## src/board_pkg.sv

```systemverilog
// Divider defaults assume a 50 MHz soc_clk; the register bus is fixed at 32-bit address and data
package board_pkg;

  ////////////////////
  // Register bus
  ////////////////////

  localparam int unsigned REG_ADDR_W = 32;
  localparam int unsigned REG_DATA_W = 32;

  // Read data returned by the error responder
  localparam logic [REG_DATA_W-1:0] REG_ERR_VAL = 32'hBADCAB1E;

  ////////////////////
  // Fan and SPI pads
  ////////////////////

  localparam int unsigned FAN_SET_W = 4;
  // One PWM slot per switch step
  localparam int FAN_STEPS = 16;

  localparam int unsigned SPI_CS_W = 2;
  localparam int unsigned SPI_SD_W = 4;

  ////////////////////
  // Divider defaults
  ////////////////////

  // 50 MHz down to 1 MHz
  localparam int RTC_DIV_DEFAULT  = 50;
  localparam int FAN_SLOT_DEFAULT = 256;

endpackage

```

## src/board_rst_sync.sv

```systemverilog
// Needs a running soc_clk to release reset; test_mode_i bypasses the flops entirely
module board_rst_sync (
  input  logic soc_clk,
  input  logic rst_n,
  input  logic test_mode_i,
  output logic soc_rst_no
);

  logic [1:0] sync_q;

  // Assert at once, release after two soc_clk edges
  always_ff @(posedge soc_clk or negedge rst_n) begin
    if (!rst_n) begin
      sync_q <= 2'b00;
    end else begin
      sync_q <= {sync_q[0], 1'b1};
    end
  end

  // Scan mode hands the pad reset straight through
  assign soc_rst_no = test_mode_i ? rst_n : sync_q[1];

  ////////////////////
  // Checks
  ////////////////////

  // Internal reset may only leave reset once the pad reset is gone
  a_no_early_release: assert property (
    @(posedge soc_clk) $rose(soc_rst_no) |-> rst_n
  ) else $error("soc_rst_no released while rst_n low");

endmodule

```

## src/rtc_clk_div.sv

```systemverilog
// RTC_DIV must be even and at least 2; output is a divided data signal, not a buffered clock
module rtc_clk_div
  import board_pkg::*;
#(
  parameter int RTC_DIV = RTC_DIV_DEFAULT
) (
  input  logic soc_clk,
  input  logic rst_n,
  output logic rtc_clk_o
);

  localparam int HALF  = RTC_DIV / 2;
  localparam int CNT_W = (HALF > 1) ? $clog2(HALF) : 1;

  if ((RTC_DIV < 2) || (RTC_DIV % 2 != 0)) begin : g_bad_div
    $error("rtc_clk_div: RTC_DIV must be even and >= 2");
  end

  logic [CNT_W-1:0] cnt_q;
  logic             half_done;
  logic             rtc_q;

  assign half_done = (cnt_q == CNT_W'(HALF - 1));

  // Toggle once per half period
  always_ff @(posedge soc_clk or negedge rst_n) begin
    if (!rst_n) begin
      cnt_q <= '0;
      rtc_q <= 1'b0;
    end else begin
      cnt_q <= half_done ? '0 : cnt_q + 1'b1;
      if (half_done) begin
        rtc_q <= ~rtc_q;
      end
    end
  end

  assign rtc_clk_o = rtc_q;

  // Counter never runs past the half period
  a_cnt_range: assert property (
    @(posedge soc_clk) disable iff (!rst_n) int'(cnt_q) < HALF
  ) else $error("RTC divider counter out of range");

endmodule

```

## src/fan_pwm_ctrl.sv

```systemverilog
// First PWM period after reset runs at zero duty; switch changes take effect at the next period
module fan_pwm_ctrl
  import board_pkg::*;
#(
  parameter int FAN_SLOT_CYCLES = FAN_SLOT_DEFAULT
) (
  input  logic                 soc_clk,
  input  logic                 rst_n,
  input  logic [FAN_SET_W-1:0] fan_set_i,
  output logic                 fan_pwm_o
);

  localparam int PRE_W  = (FAN_SLOT_CYCLES > 1) ? $clog2(FAN_SLOT_CYCLES) : 1;
  localparam int SLOT_W = $clog2(FAN_STEPS);

  logic [PRE_W-1:0]     pre_d, pre_q;
  logic [SLOT_W-1:0]    slot_d, slot_q;
  logic [FAN_SET_W-1:0] set_d, set_q;
  logic                 slot_tick;
  logic                 period_end;
  logic                 pwm_d, pwm_q;

  ////////////////////
  // Slot timing
  ////////////////////

  assign slot_tick  = (pre_q == PRE_W'(FAN_SLOT_CYCLES - 1));
  assign period_end = slot_tick && (slot_q == SLOT_W'(FAN_STEPS - 1));

  always_comb begin
    pre_d  = slot_tick ? '0 : pre_q + 1'b1;
    slot_d = slot_q;
    if (slot_tick) begin
      slot_d = period_end ? '0 : slot_q + 1'b1;
    end
    // New setting lands together with slot 0
    set_d  = period_end ? fan_set_i : set_q;
    // Compare on next-state values so the output lines up with slot_q
    pwm_d  = (slot_d < set_d);
  end

  always_ff @(posedge soc_clk or negedge rst_n) begin
    if (!rst_n) begin
      pre_q  <= '0;
      slot_q <= '0;
      set_q  <= '0;
      pwm_q  <= 1'b0;
    end else begin
      pre_q  <= pre_d;
      slot_q <= slot_d;
      set_q  <= set_d;
      pwm_q  <= pwm_d;
    end
  end

  assign fan_pwm_o = pwm_q;

  // Fan stays off for a zero setting
  a_off_at_zero: assert property (
    @(posedge soc_clk) disable iff (!rst_n) (set_q == '0) |-> !fan_pwm_o
  ) else $error("fan PWM high with zero setting");

endmodule

```

## src/reg_err_responder.sv

```systemverilog
// Answers every access with an error one cycle later; address and write data are never decoded
module reg_err_responder
  import board_pkg::*;
(
  input  logic                  soc_clk,
  input  logic                  rst_n,
  input  logic                  req_i,
  input  logic                  write_i,
  input  logic [REG_ADDR_W-1:0] addr_i,
  input  logic [REG_DATA_W-1:0] wdata_i,
  output logic                  rsp_o,
  output logic                  error_o,
  output logic [REG_DATA_W-1:0] rdata_o
);

  logic                  rsp_q;
  logic [REG_DATA_W-1:0] rdata_q;

  // One response per request
  always_ff @(posedge soc_clk or negedge rst_n) begin
    if (!rst_n) begin
      rsp_q   <= 1'b0;
      rdata_q <= '0;
    end else begin
      rsp_q   <= req_i;
      // Reads see the error word, writes read back zero
      rdata_q <= (req_i && !write_i) ? REG_ERR_VAL : '0;
    end
  end

  // Every response is an error response
  assign rsp_o   = rsp_q;
  assign error_o = rsp_q;
  assign rdata_o = rdata_q;

  ////////////////////
  // Checks
  ////////////////////

  a_rsp_after_req: assert property (
    @(posedge soc_clk) disable iff (!rst_n) rsp_o |-> $past(req_i)
  ) else $error("response without request");

  // Master must present a clean request even though it is ignored
  a_req_known: assert property (
    @(posedge soc_clk) disable iff (!rst_n)
      req_i |-> !$isunknown({write_i, addr_i}) && (!write_i || !$isunknown(wdata_i))
  ) else $error("register request with unknown fields");

endmodule

```

## src/board_glue_top.sv

```systemverilog
// Only chip select 0 and data line 0 reach the SD card; SD pins are driven push-pull, no tristates
module board_glue_top
  import board_pkg::*;
#(
  parameter int RTC_DIV         = RTC_DIV_DEFAULT,
  parameter int FAN_SLOT_CYCLES = FAN_SLOT_DEFAULT
) (
  input  logic                  soc_clk,
  input  logic                  rst_n,
  input  logic                  test_mode_i,

  // Fan
  input  logic [FAN_SET_W-1:0]  fan_sw_i,
  output logic                  fan_pwm_o,

  // RTC
  output logic                  rtc_clk_o,

  // SPI host side
  input  logic                  spi_sck_i,
  input  logic                  spi_sck_en_i,
  input  logic [SPI_CS_W-1:0]   spi_cs_i,
  input  logic [SPI_CS_W-1:0]   spi_cs_en_i,
  input  logic [SPI_SD_W-1:0]   spi_sd_i,
  input  logic [SPI_SD_W-1:0]   spi_sd_en_i,
  output logic [SPI_SD_W-1:0]   spi_sd_o,

  // SD card pads
  output logic                  sd_sclk_o,
  output logic                  sd_cs_o,
  output logic                  sd_cmd_o,
  output logic [1:0]            sd_dat_unused_o,
  input  logic                  sd_dat0_i,

  // Register bus
  input  logic                  reg_req_i,
  input  logic                  reg_write_i,
  input  logic [REG_ADDR_W-1:0] reg_addr_i,
  input  logic [REG_DATA_W-1:0] reg_wdata_i,
  output logic                  reg_rsp_o,
  output logic [REG_DATA_W-1:0] reg_rdata_o,
  output logic                  reg_error_o
);

  logic soc_rst_n;

  ////////////////////
  // Reset
  ////////////////////

  board_rst_sync i_rst_sync (
    .soc_clk     ( soc_clk     ),
    .rst_n       ( rst_n       ),
    .test_mode_i ( test_mode_i ),
    .soc_rst_no  ( soc_rst_n   )
  );

  ////////////////////
  // SD card, SPI mode
  ////////////////////

  // Idle high when the host is not driving
  assign sd_sclk_o = spi_sck_en_i   ? spi_sck_i   : 1'b1;
  // Chip select goes out on DAT3
  assign sd_cs_o   = spi_cs_en_i[0] ? spi_cs_i[0] : 1'b1;
  // MOSI on CMD
  assign sd_cmd_o  = spi_sd_en_i[0] ? spi_sd_i[0] : 1'b1;

  // DAT1 and DAT2 unused in SPI mode
  assign sd_dat_unused_o = 2'b11;

  // MISO comes back from DAT0
  always_comb begin
    spi_sd_o    = '0;
    spi_sd_o[1] = sd_dat0_i;
  end

  ////////////////////
  // RTC and fan
  ////////////////////

  rtc_clk_div #(
    .RTC_DIV ( RTC_DIV )
  ) i_rtc_clk_div (
    .soc_clk   ( soc_clk   ),
    .rst_n     ( soc_rst_n ),
    .rtc_clk_o ( rtc_clk_o )
  );

  fan_pwm_ctrl #(
    .FAN_SLOT_CYCLES ( FAN_SLOT_CYCLES )
  ) i_fan_pwm_ctrl (
    .soc_clk   ( soc_clk   ),
    .rst_n     ( soc_rst_n ),
    .fan_set_i ( fan_sw_i  ),
    .fan_pwm_o ( fan_pwm_o )
  );

  ////////////////////
  // Register bus
  ////////////////////

  reg_err_responder i_reg_err (
    .soc_clk ( soc_clk     ),
    .rst_n   ( soc_rst_n   ),
    .req_i   ( reg_req_i   ),
    .write_i ( reg_write_i ),
    .addr_i  ( reg_addr_i  ),
    .wdata_i ( reg_wdata_i ),
    .rsp_o   ( reg_rsp_o   ),
    .error_o ( reg_error_o ),
    .rdata_o ( reg_rdata_o )
  );

endmodule

```

## config.mk

```make
export PLATFORM = sky130hd
export DESIGN_NAME = board_glue_top
export DESIGN_NICKNAME = d
export VERILOG_FILES = /design/src/board_pkg.sv /design/src/board_rst_sync.sv /design/src/rtc_clk_div.sv /design/src/fan_pwm_ctrl.sv /design/src/reg_err_responder.sv /design/src/board_glue_top.sv
export SDC_FILE = /design/constraint.sdc
export NUM_CORES = 1
export LEC_CHECK = 0
export ABC_AREA = 1
export BUFFER_PORTS_ARGS = -buffer_cell sky130_fd_sc_hd__buf_4
export CORE_AREA = 2 2 71 73
export CTS_CLUSTER_DIAMETER = 50
export DETAILED_ROUTE_END_ITERATION = 16
export DIE_AREA = 0 0 73 75
export GPL_ROUTABILITY_DRIVEN = 1
export PLACE_DENSITY = 0.83
export SYNTH_ARGS = -nofsm -noshare
export SYNTH_HDL_FRONTEND = slang
export SYNTH_SLANG_ARGS = --single-unit
```

## constraint.sdc

```tcl
create_clock -name soc_clk -period 1 [get_ports soc_clk]
set_input_delay 0.2 -clock soc_clk [delete_from_list [all_inputs] [get_ports soc_clk]]
set_output_delay 0.2 -clock soc_clk [all_outputs]
set_load 0.05 [all_outputs]
```

==> impl_results.md, run 1 <==
* Run status: finished, violations left
* Failing checks: negative setup slack
* CP Cell Sequence: ha_2, nand2_2, nor2_4, nand2_4, o21ai_1, nor3b_4, ha_1, a21o_1, a21oi_2
* GRT met2 Usage at 25.1%
* Row cnt at 25
* Drt total wl at 3.57 mm
* Crit Path Max Fanout at 5
* Die Wd at 73 µm
* Path category of the worst min-delay check: in -> reg
* H-tree depth at 1
* DRC viols at 0
* Total leakage power at 1.37 nW
* Global-route wire length before repair at 5.15 mm
* Power Total at 2.43 mW
* Power Dens Cells at 905 nW/µm²
* Met3 GRT Util at 3.35%
* Die Ht at 75 µm
* Gr ovfl total at 0
* Crit path required time at 1220 ps
* Synth warnings at 0
* Post-synth cell types at 32
* Worst Path Arrival at 2030 ps
* Vias in the first global route at 1,230
* Max frequency at 553 MHz
* Initial DRC count at 8
* Max VDD drop at 646 µV
* Setup ws final at -808 ps
* RSZ-0062 raised after global routing: true
* Global Route Usage Sum at 12.1%
* Final setup violation count at 45
* Layout cells sized above 1 at 60.2%
* Critical Path Max Stage Delay at 360 ps
* Clk_lat worst skew at 280 ps
* Fin cells at 305
* Area grow syn2layout at 69.4%
* Fin. Hold Viols at 0
* Die area at 5480 µm²
* Crit-path slowest cell: dfrtp_1
* Worst Setup Path Type: reg -> reg
* Max-Cap Viols at 0
* Fin nets at 347
* CTS tree: yes
* DR vias at 1,299
* Crit share post-route at 181%
* WL/cell at 11.7 µm
* Ant. Diodes at 0
* Clk_skew at 6.82 ps
* Largest net degree at the start of global routing at 26
* Final Core Density at 57.5%
* Worst setup EP type: flop
* Tmin final at 1810 ps
* Slew Viols, Final at 0
* Clock buffer depth at 2
* First-pass iteration count of the detailed router at 4
* Io pins at 133
* Clock tree root buffer cell: clkbuf_8
* Commonest non-fill, non-tap cell in the layout: buf_4
* Inst Count DP at 279
* Drt via density at 4.26
* GR peak layer: met2
* Antenna-violating nets left at 0
* Most frequent cells in the layout: 54 x buf_4, 25 x dfrtp_1, 21 x inv_1
* Core area at 4660 µm²
* CTS Buf Count at 3
* Syn Area/Cell at 9.15 µm²
* Worst setup SP type: flop
* Reg clk slew, reported paths at 100 ps
* Initial antenna violation count at 0
* Met1 usage at 12.3%
* Cells after Synth at 173
* HPWL after detailed placement at 2.17 mm
* Gpl congestion at 0.727
* Initial Util at 34.0%
* CTS Sinks at 27
* #FFs+latches synth at 27
* IO Port Bufs at 40
* Mapped Area at 1580 µm²
* Seq/Total Area, Yosys at 42.7%
## stage by stage
step / setup TNS (ps) / instance area (µm²) / hold WS, ps / worst slack (ps)
floorplan: -6660 / 1810 / -95.6 / -759
global placement: -4800 / 2030 / -14.3 / -747
detailed placement: -5610 / 2030 / -12.5 / -812
CTS: -12020 / 2400 / 23.0 / -783
global route: -15500 / 2680 / 24.1 / -929
finish: -13140 / 2680 / 31.9 / -808
## synthesized netlist by cell type
cell      number  share of area [%]
nor2_1         9                2.1
inv_1         25                5.9
clkinv_2       1               0.32
clkbuf_1       1               0.24
nand3_1        8                2.5
xnor2_1        1               0.55
nand2_1       17                4.0
nand4_1        1               0.40
a21oi_1        5                1.6
dfrtp_1       27                 43
or2_1          1               0.40
nand2_4        1               0.71
or2_0          1               0.40
conb_1         2               0.47
nor2_4         1               0.71
and3_1         1               0.40
buf_4         38                 18
a21oi_2        1               0.55
o21ai_2        2                1.1
ha_1           7                5.5
nor3b_1        1               0.47
a211oi_1       1               0.47
nor2_8         1                1.3
a21o_1         1               0.47
and2_2         1               0.47
mux2_2         1               0.71
nor3_1         3               0.95
o21ai_0        5                1.6
nand2_2        2               0.79
xor2_1         5                2.8
inv_2          1               0.24
nand3_4        1                1.1
## layer usage
layer  routed length [µm]  share of wire [%]
met1                 1300                 36
met2                 1980                 56
met3                  236                6.6
met4                   52                1.5
met5                    0                  0
## path summary, 6_finish.rpt
kind	start	end	slack (ps)	depth (start not counted)
worst max-delay path	i_fan_pwm_ctrl.pre_q[0]	i_fan_pwm_ctrl.fan_pwm_o	-810	9
worst min-delay path	reg_req_i	i_reg_err.error_o	30	1
worst max register to register	i_fan_pwm_ctrl.pre_q[0]	i_fan_pwm_ctrl.fan_pwm_o	-810	9
worst min register to register	i_rst_sync.sync_q[1]	i_rtc_clk_div.rtc_clk_o	320	2
max in group asynchronous	test_mode_i	i_reg_err.rdata_o[29]	190	4
min in group asynchronous	rst_n	i_rst_sync.sync_q[0]	220	2
## area by class of cell
class | instances | area [µm²]
fillers | 356 | 1980
repair buffers | 96 | 1030
multi-input cells | 97 | 743
flip-flops and latches | 27 | 681
inverters | 27 | 109
well taps | 54 | 67.6
clock buffers | 3 | 41.3
clock inverters | 1 | 8.76
## critical path, delay by kind of cell, from the launching register on
family          cells  cell delay [ps]
simple gates        4              540
fa+ha+maj           2              450
compound gates      3              400
flops               1              360
## state kept, by name (all words and copies together) (netlist names)
register and flops:
i_fan_pwm_ctrl.pre_q 8, i_rtc_clk_div.cnt_q 5, i_fan_pwm_ctrl.set_q 4, i_fan_pwm_ctrl.slot_q 4, i_rst_sync.sync_q 2, i_fan_pwm_ctrl.fan_pwm_o 1, i_reg_err.error_o 1, i_reg_err.rdata_o 1
i_rtc_clk_div.rtc_clk_o 1
## power breakdown
part / total (mW) / switching (mW) / internal (mW) / leakage (nW)
logic: 0.649 / 0.422 / 0.228 / 1.02
registers: 1.11 / 0.00946 / 1.10 / 0.328
clock network: 0.667 / 0.374 / 0.293 / 0.0261
## timing repair
| item | in CTS | in global routing |
|---|---|---|
| resized for setup | 54 | 61 |
| hold buffers | 2 | 0 |
| hold endpoints to repair | 25 | 0 |
| gates cloned | 1 | 0 |
| pin swaps | 8 | 6 |
| setup endpoints to repair | 45 | 46 |
| buffers inserted | 13 | 11 |
## logic make-up (layout without fill, tap and decap cells)
logic type | Yosys count | after routing | synth area share [%]
AOI/OAI and AO/OA | 15 | 15 | 5.77
adders and majority gates | 7 | 7 | 5.53
DFF | 27 | 27 | 42.7
buffers and inverters | 66 | 127 | 24.7
xor gates and xnor gates | 6 | 6 | 3.32
and+or+nand+nor | 49 | 49 | 16.8
other | 2 | 19 | 0.474
muxes | 1 | 1 | 0.711
(Power assumes the default switching activity.)
==> run 2: changes to the inputs <==
--- a/config.mk
+++ b/config.mk
@@ -12,7 +12,8 @@
 export DETAILED_ROUTE_END_ITERATION = 16
 export DIE_AREA = 0 0 73 75
 export GPL_ROUTABILITY_DRIVEN = 1
-export PLACE_DENSITY = 0.83
+export PLACE_DENSITY = 0.72
 export SYNTH_ARGS = -nofsm -noshare
 export SYNTH_HDL_FRONTEND = slang
+export SYNTH_HIERARCHICAL = 1
 export SYNTH_SLANG_ARGS = --single-unit
==> run 2 against run 1 <==
  * The run still ends with negative setup slack left
  * Die area stayed put
  * Synthesized cell count is 6.4% higher
  * Non-clock buffer count down 16
  * Final cell count shrank 2.0%
  * Synthesized area increased by 1.8%
  * Final area down 8.3%
  * Worst hold slack improved by 2.5 ps
  * First-iteration DRC count increased to 4.0 times the previous value
  * Global-route usage is 0.50 points lower
  * Power shrank 2.5%
  * Critical endpoint is now i_fan_pwm_ctrl/fan_pwm_o
  * Largest cell class unchanged
==> impl_results.md, run 2 <==
* Setup ws final at -795 ps (+13.0 ps)
* Critical Path Max Stage Delay at 380 ps (+20 ps)
* Post-synth top area share at 41.9% (-0.76 points)
* Io pins at 133 (unchanged)
* Power Total at 2.37 mW (-2.5%)
* Cell family with most CP delay: adder cells
* Crit-path slowest cell: dfrtp_1
* Fin. Hold Viols at 0 (unchanged)
* Most common cell in the netlist: buf_4
* Max-Cap Viols at 0 (unchanged)
* Mapped Area at 1610 µm² (+1.8%)
* Post-synth cell types at 27 (-16%)
* Synth top cells by count: 38 x buf_4, 27 x dfrtp_1, 25 x inv_1, 25 x nand2_1, 10 x nor2_1
* Core area at 4660 µm² (unchanged)
* Placed inst area at 1990 µm² (-1.8%)
* CTS tree: yes
* Post-route cell area at 2460 µm² (-8.3%)
* Layout cells sized above 1 at 53.9% (-6.3 points)
* Hold-critical path depth at 1 (unchanged)
* Gpl congestion at 0.730 (+0.40%)
* H-tree depth at 1 (unchanged)
* Drt total wl at 3.06 mm (-14%)
* Worst Path Arrival at 2000 ps (-30 ps)
* Hold_sp: reg_req_i
* Cells after Synth at 184 (+6.4%)
* Clk_skew at 4.42 ps (-2.40 ps)
* Max VDD drop at 796 µV (+23%)
* WL/cell at 10.2 µm (-13%)
* Worst Setup Path Type: reg -> reg
* Worst R2R Path Depth at 10 (+1)
* # fillers at 412 (+16%)
* Max reg flops at 8 (unchanged)
* Initial DRC count at 32 (+24)
* Initial Util at 34.6% (+0.62 points)
* Largest reg by FF count: i_fan_pwm_ctrl/pre_q
* Worst R2R End: i_fan_pwm_ctrl/fan_pwm_o
* R2R setup slack at -800 ps (about the same)
* Area grow syn2layout at 52.6%
* RSZ-0062 raised after global routing: true
* Die Ht at 75 µm (unchanged)
* Buffers plus inverters on the worst setup path at 1 (+1)
* Slew Viols, Final at 0 (unchanged)
* Async set or reset register ratio after synthesis at 100% (unchanged)
* Path category of the worst min-delay check: in -> reg
* Fin cells at 299 (-2.0%)
* Ant. Diodes at 0 (unchanged)
* Area leader, netlist: dfrtp_1
* Global-route wire length before repair at 4.99 mm (-3.1%)
* Crit Path Max Fanout at 5 (unchanged)
* CP Cell Sequence: ha_2, nand2_2, nor2_4, nand3_4, inv_2, a21oi_1, o21a_1, ha_1, a21o_1, a21oi_2
* Run status: finished, violations left
* Gr ovfl total at 0 (unchanged)
* Clk_lat worst skew at 270 ps (about the same)
* Max frequency at 557 MHz (+0.72%)
* Global Route Usage Sum at 11.6% (-0.50 points)
* Vias in the first global route at 1,199 (-2.5%)
* DR vias at 1,231 (-5.2%)
* Largest net degree at the start of global routing at 26 (unchanged)
* Antenna-violating nets left at 0 (unchanged)
* Clock buffer depth at 2 (unchanged)
* Final setup violation count at 43 (-4.4%)
* CTS Sinks at 27 (unchanged)
* Final hold slack at 34.3 ps (+2.48 ps)
* Crit share post-route at 180% (-1.3 points)
* Worst slack, placed at -813 ps (-1.07 ps)
* Worst setup SP type: flop
* Drt via density at 4.12 (-3.3%)
* Post-synth EDFFs at 0 (unchanged)
* Crit path required time at 1210 ps (about the same)
* Most frequent cells in the layout: 46 x buf_4, 25 x dfrtp_1, 19 x inv_1, 19 x conb_1, 17 x nand2_1
* Crit Reg-Reg Startpoint: i_fan_pwm_ctrl/pre_q[0]
* Reg area at 681 µm² (unchanged)
* #FFs+latches synth at 27 (unchanged)
* First-pass iteration count of the detailed router at 4 (unchanged)
* Seq/Total Area, Yosys at 41.9% (-0.76 points)
* Die area at 5480 µm² (unchanged)
* Synth warnings at 6 (+6)
* Worst setup EP type: flop
* HPWL after detailed placement at 2.09 mm (-3.8%)
* Top cells by area, synth: dfrtp_1 42%, buf_4 18%, inv_1 5.8%, nand2_1 5.8%, ha_1 5.4%
* CTS Buf Count at 3 (unchanged)
* Initial antenna violation count at 0 (unchanged)
* Tmin final at 1800 ps (-13.0 ps)
* Failing checks: negative setup slack
* DRC viols at 0 (unchanged)
* Commonest non-fill, non-tap cell in the layout: buf_4
* Die Wd at 73 µm (unchanged)
* Total leakage power at 1.30 nW (-4.8%)
* Hold Crit Endpoint: i_reg_err/error_o
* Multi-input gate area at 706 µm² (-5.1%)
* Main synth FF type: dfrtp_1
* Largest registers in the final layout: i_fan_pwm_ctrl/pre_q (8), i_rtc_clk_div/cnt_q (5)
* Row cnt at 25 (unchanged)
* Inst Count DP at 283 (+1.4%)
* Fin nets at 341 (-1.7%)
* Power Dens Cells at 962 nW/µm² (+6.3%)
* Syn Area/Cell at 8.76 µm² (-4.3%)
* IO Port Bufs at 40 (unchanged)
* Clock tree root buffer cell: clkbuf_8
* Reg clk slew, reported paths at 90 ps (about the same)
==> run 2: repair_timing <==
action                                  CTS  global route
endpoints found under the hold margin    27             0
endpoints found under the setup margin   44            45
pin swaps                                10             5
resized for setup                        58            33
cloned                                    1             0
buffers inserted                          8             3
hold buffers                              2             0
==> run 2: logic make-up after synthesis <==
group / share of synthesized area (%)
DFF: 41.9
buffers and inverters: 24.5
xor gates and xnor gates: 2.72
AOI/OAI and AO/OA: 4.81
other: 0.931
and+or+nand+nor: 19.7
adders and majority gates: 5.43
==> run 2: worst max path at each step <==
stage	cells after the start	slack [ps]	endpoint	start
after floorplan	9	-780	i_fan_pwm_ctrl/fan_pwm_o	i_fan_pwm_ctrl/pre_q[0]
after global placement	9	-740	i_fan_pwm_ctrl/fan_pwm_o	i_fan_pwm_ctrl/slot_q[0]
after detailed placement	9	-810	i_fan_pwm_ctrl/fan_pwm_o	i_fan_pwm_ctrl/slot_q[0]
after CTS	10	-800	i_fan_pwm_ctrl/fan_pwm_o	i_fan_pwm_ctrl/pre_q[0]
after global routing	9	-920	i_fan_pwm_ctrl/fan_pwm_o	i_fan_pwm_ctrl/pre_q[0]
final	10	-800	i_fan_pwm_ctrl/fan_pwm_o	i_fan_pwm_ctrl/pre_q[0]
==> run 2: routing by layer <==
metal | routed length, µm | up-vias | global-route usage [%]
li1 | - | 617 | -
met4 | 8 | 0 | 1.23
met2 | 1680 | 56 | 23.0
met3 | 218 | 3 | 3.61
met1 | 1160 | 555 | 12.4
met5 | 0 | - | 0
==> run 2: area by class of cell <==
type / instances / area share, %
inverters: 29 / 4.53
flip-flops and latches: 27 / 27.7
clock inverters: 1 / 0.305
multi-input cells: 105 / 28.7
clock buffers: 3 / 1.68
well taps: 54 / 2.75
repair buffers: 80 / 34.4
==> run 2: stage by stage <==
stage / utilization [%] / setup TNS (ps)
final: 52.8 / -12780
after global routing: 52.8 / -15410
after CTS: 50.4 / -12820
after detailed placement: 42.7 / -5910
after global placement: 42.7 / -5270
after floorplan: - / -6560
==> run 2: where the power goes <==
group / internal (mW) / switching, mW / leakage [nW]
Sequential: 1.10 / 0.00865 / 0.340
Clock: 0.283 / 0.342 / 0.0217
Combinational: 0.211 / 0.422 / 0.943
==> run 2: worst reg2reg max path, delay by kind of cell, from the launching register on <==
| family | cells | cell delay [ps] |
|---|---|---|
| buffers and inverters | 1 | 100 |
| AOI/OAI and AO/OA | 4 | 440 |
| adders and majority gates | 2 | 510 |
| DFF | 1 | 380 |
| and+or+nand+nor | 3 | 320 |
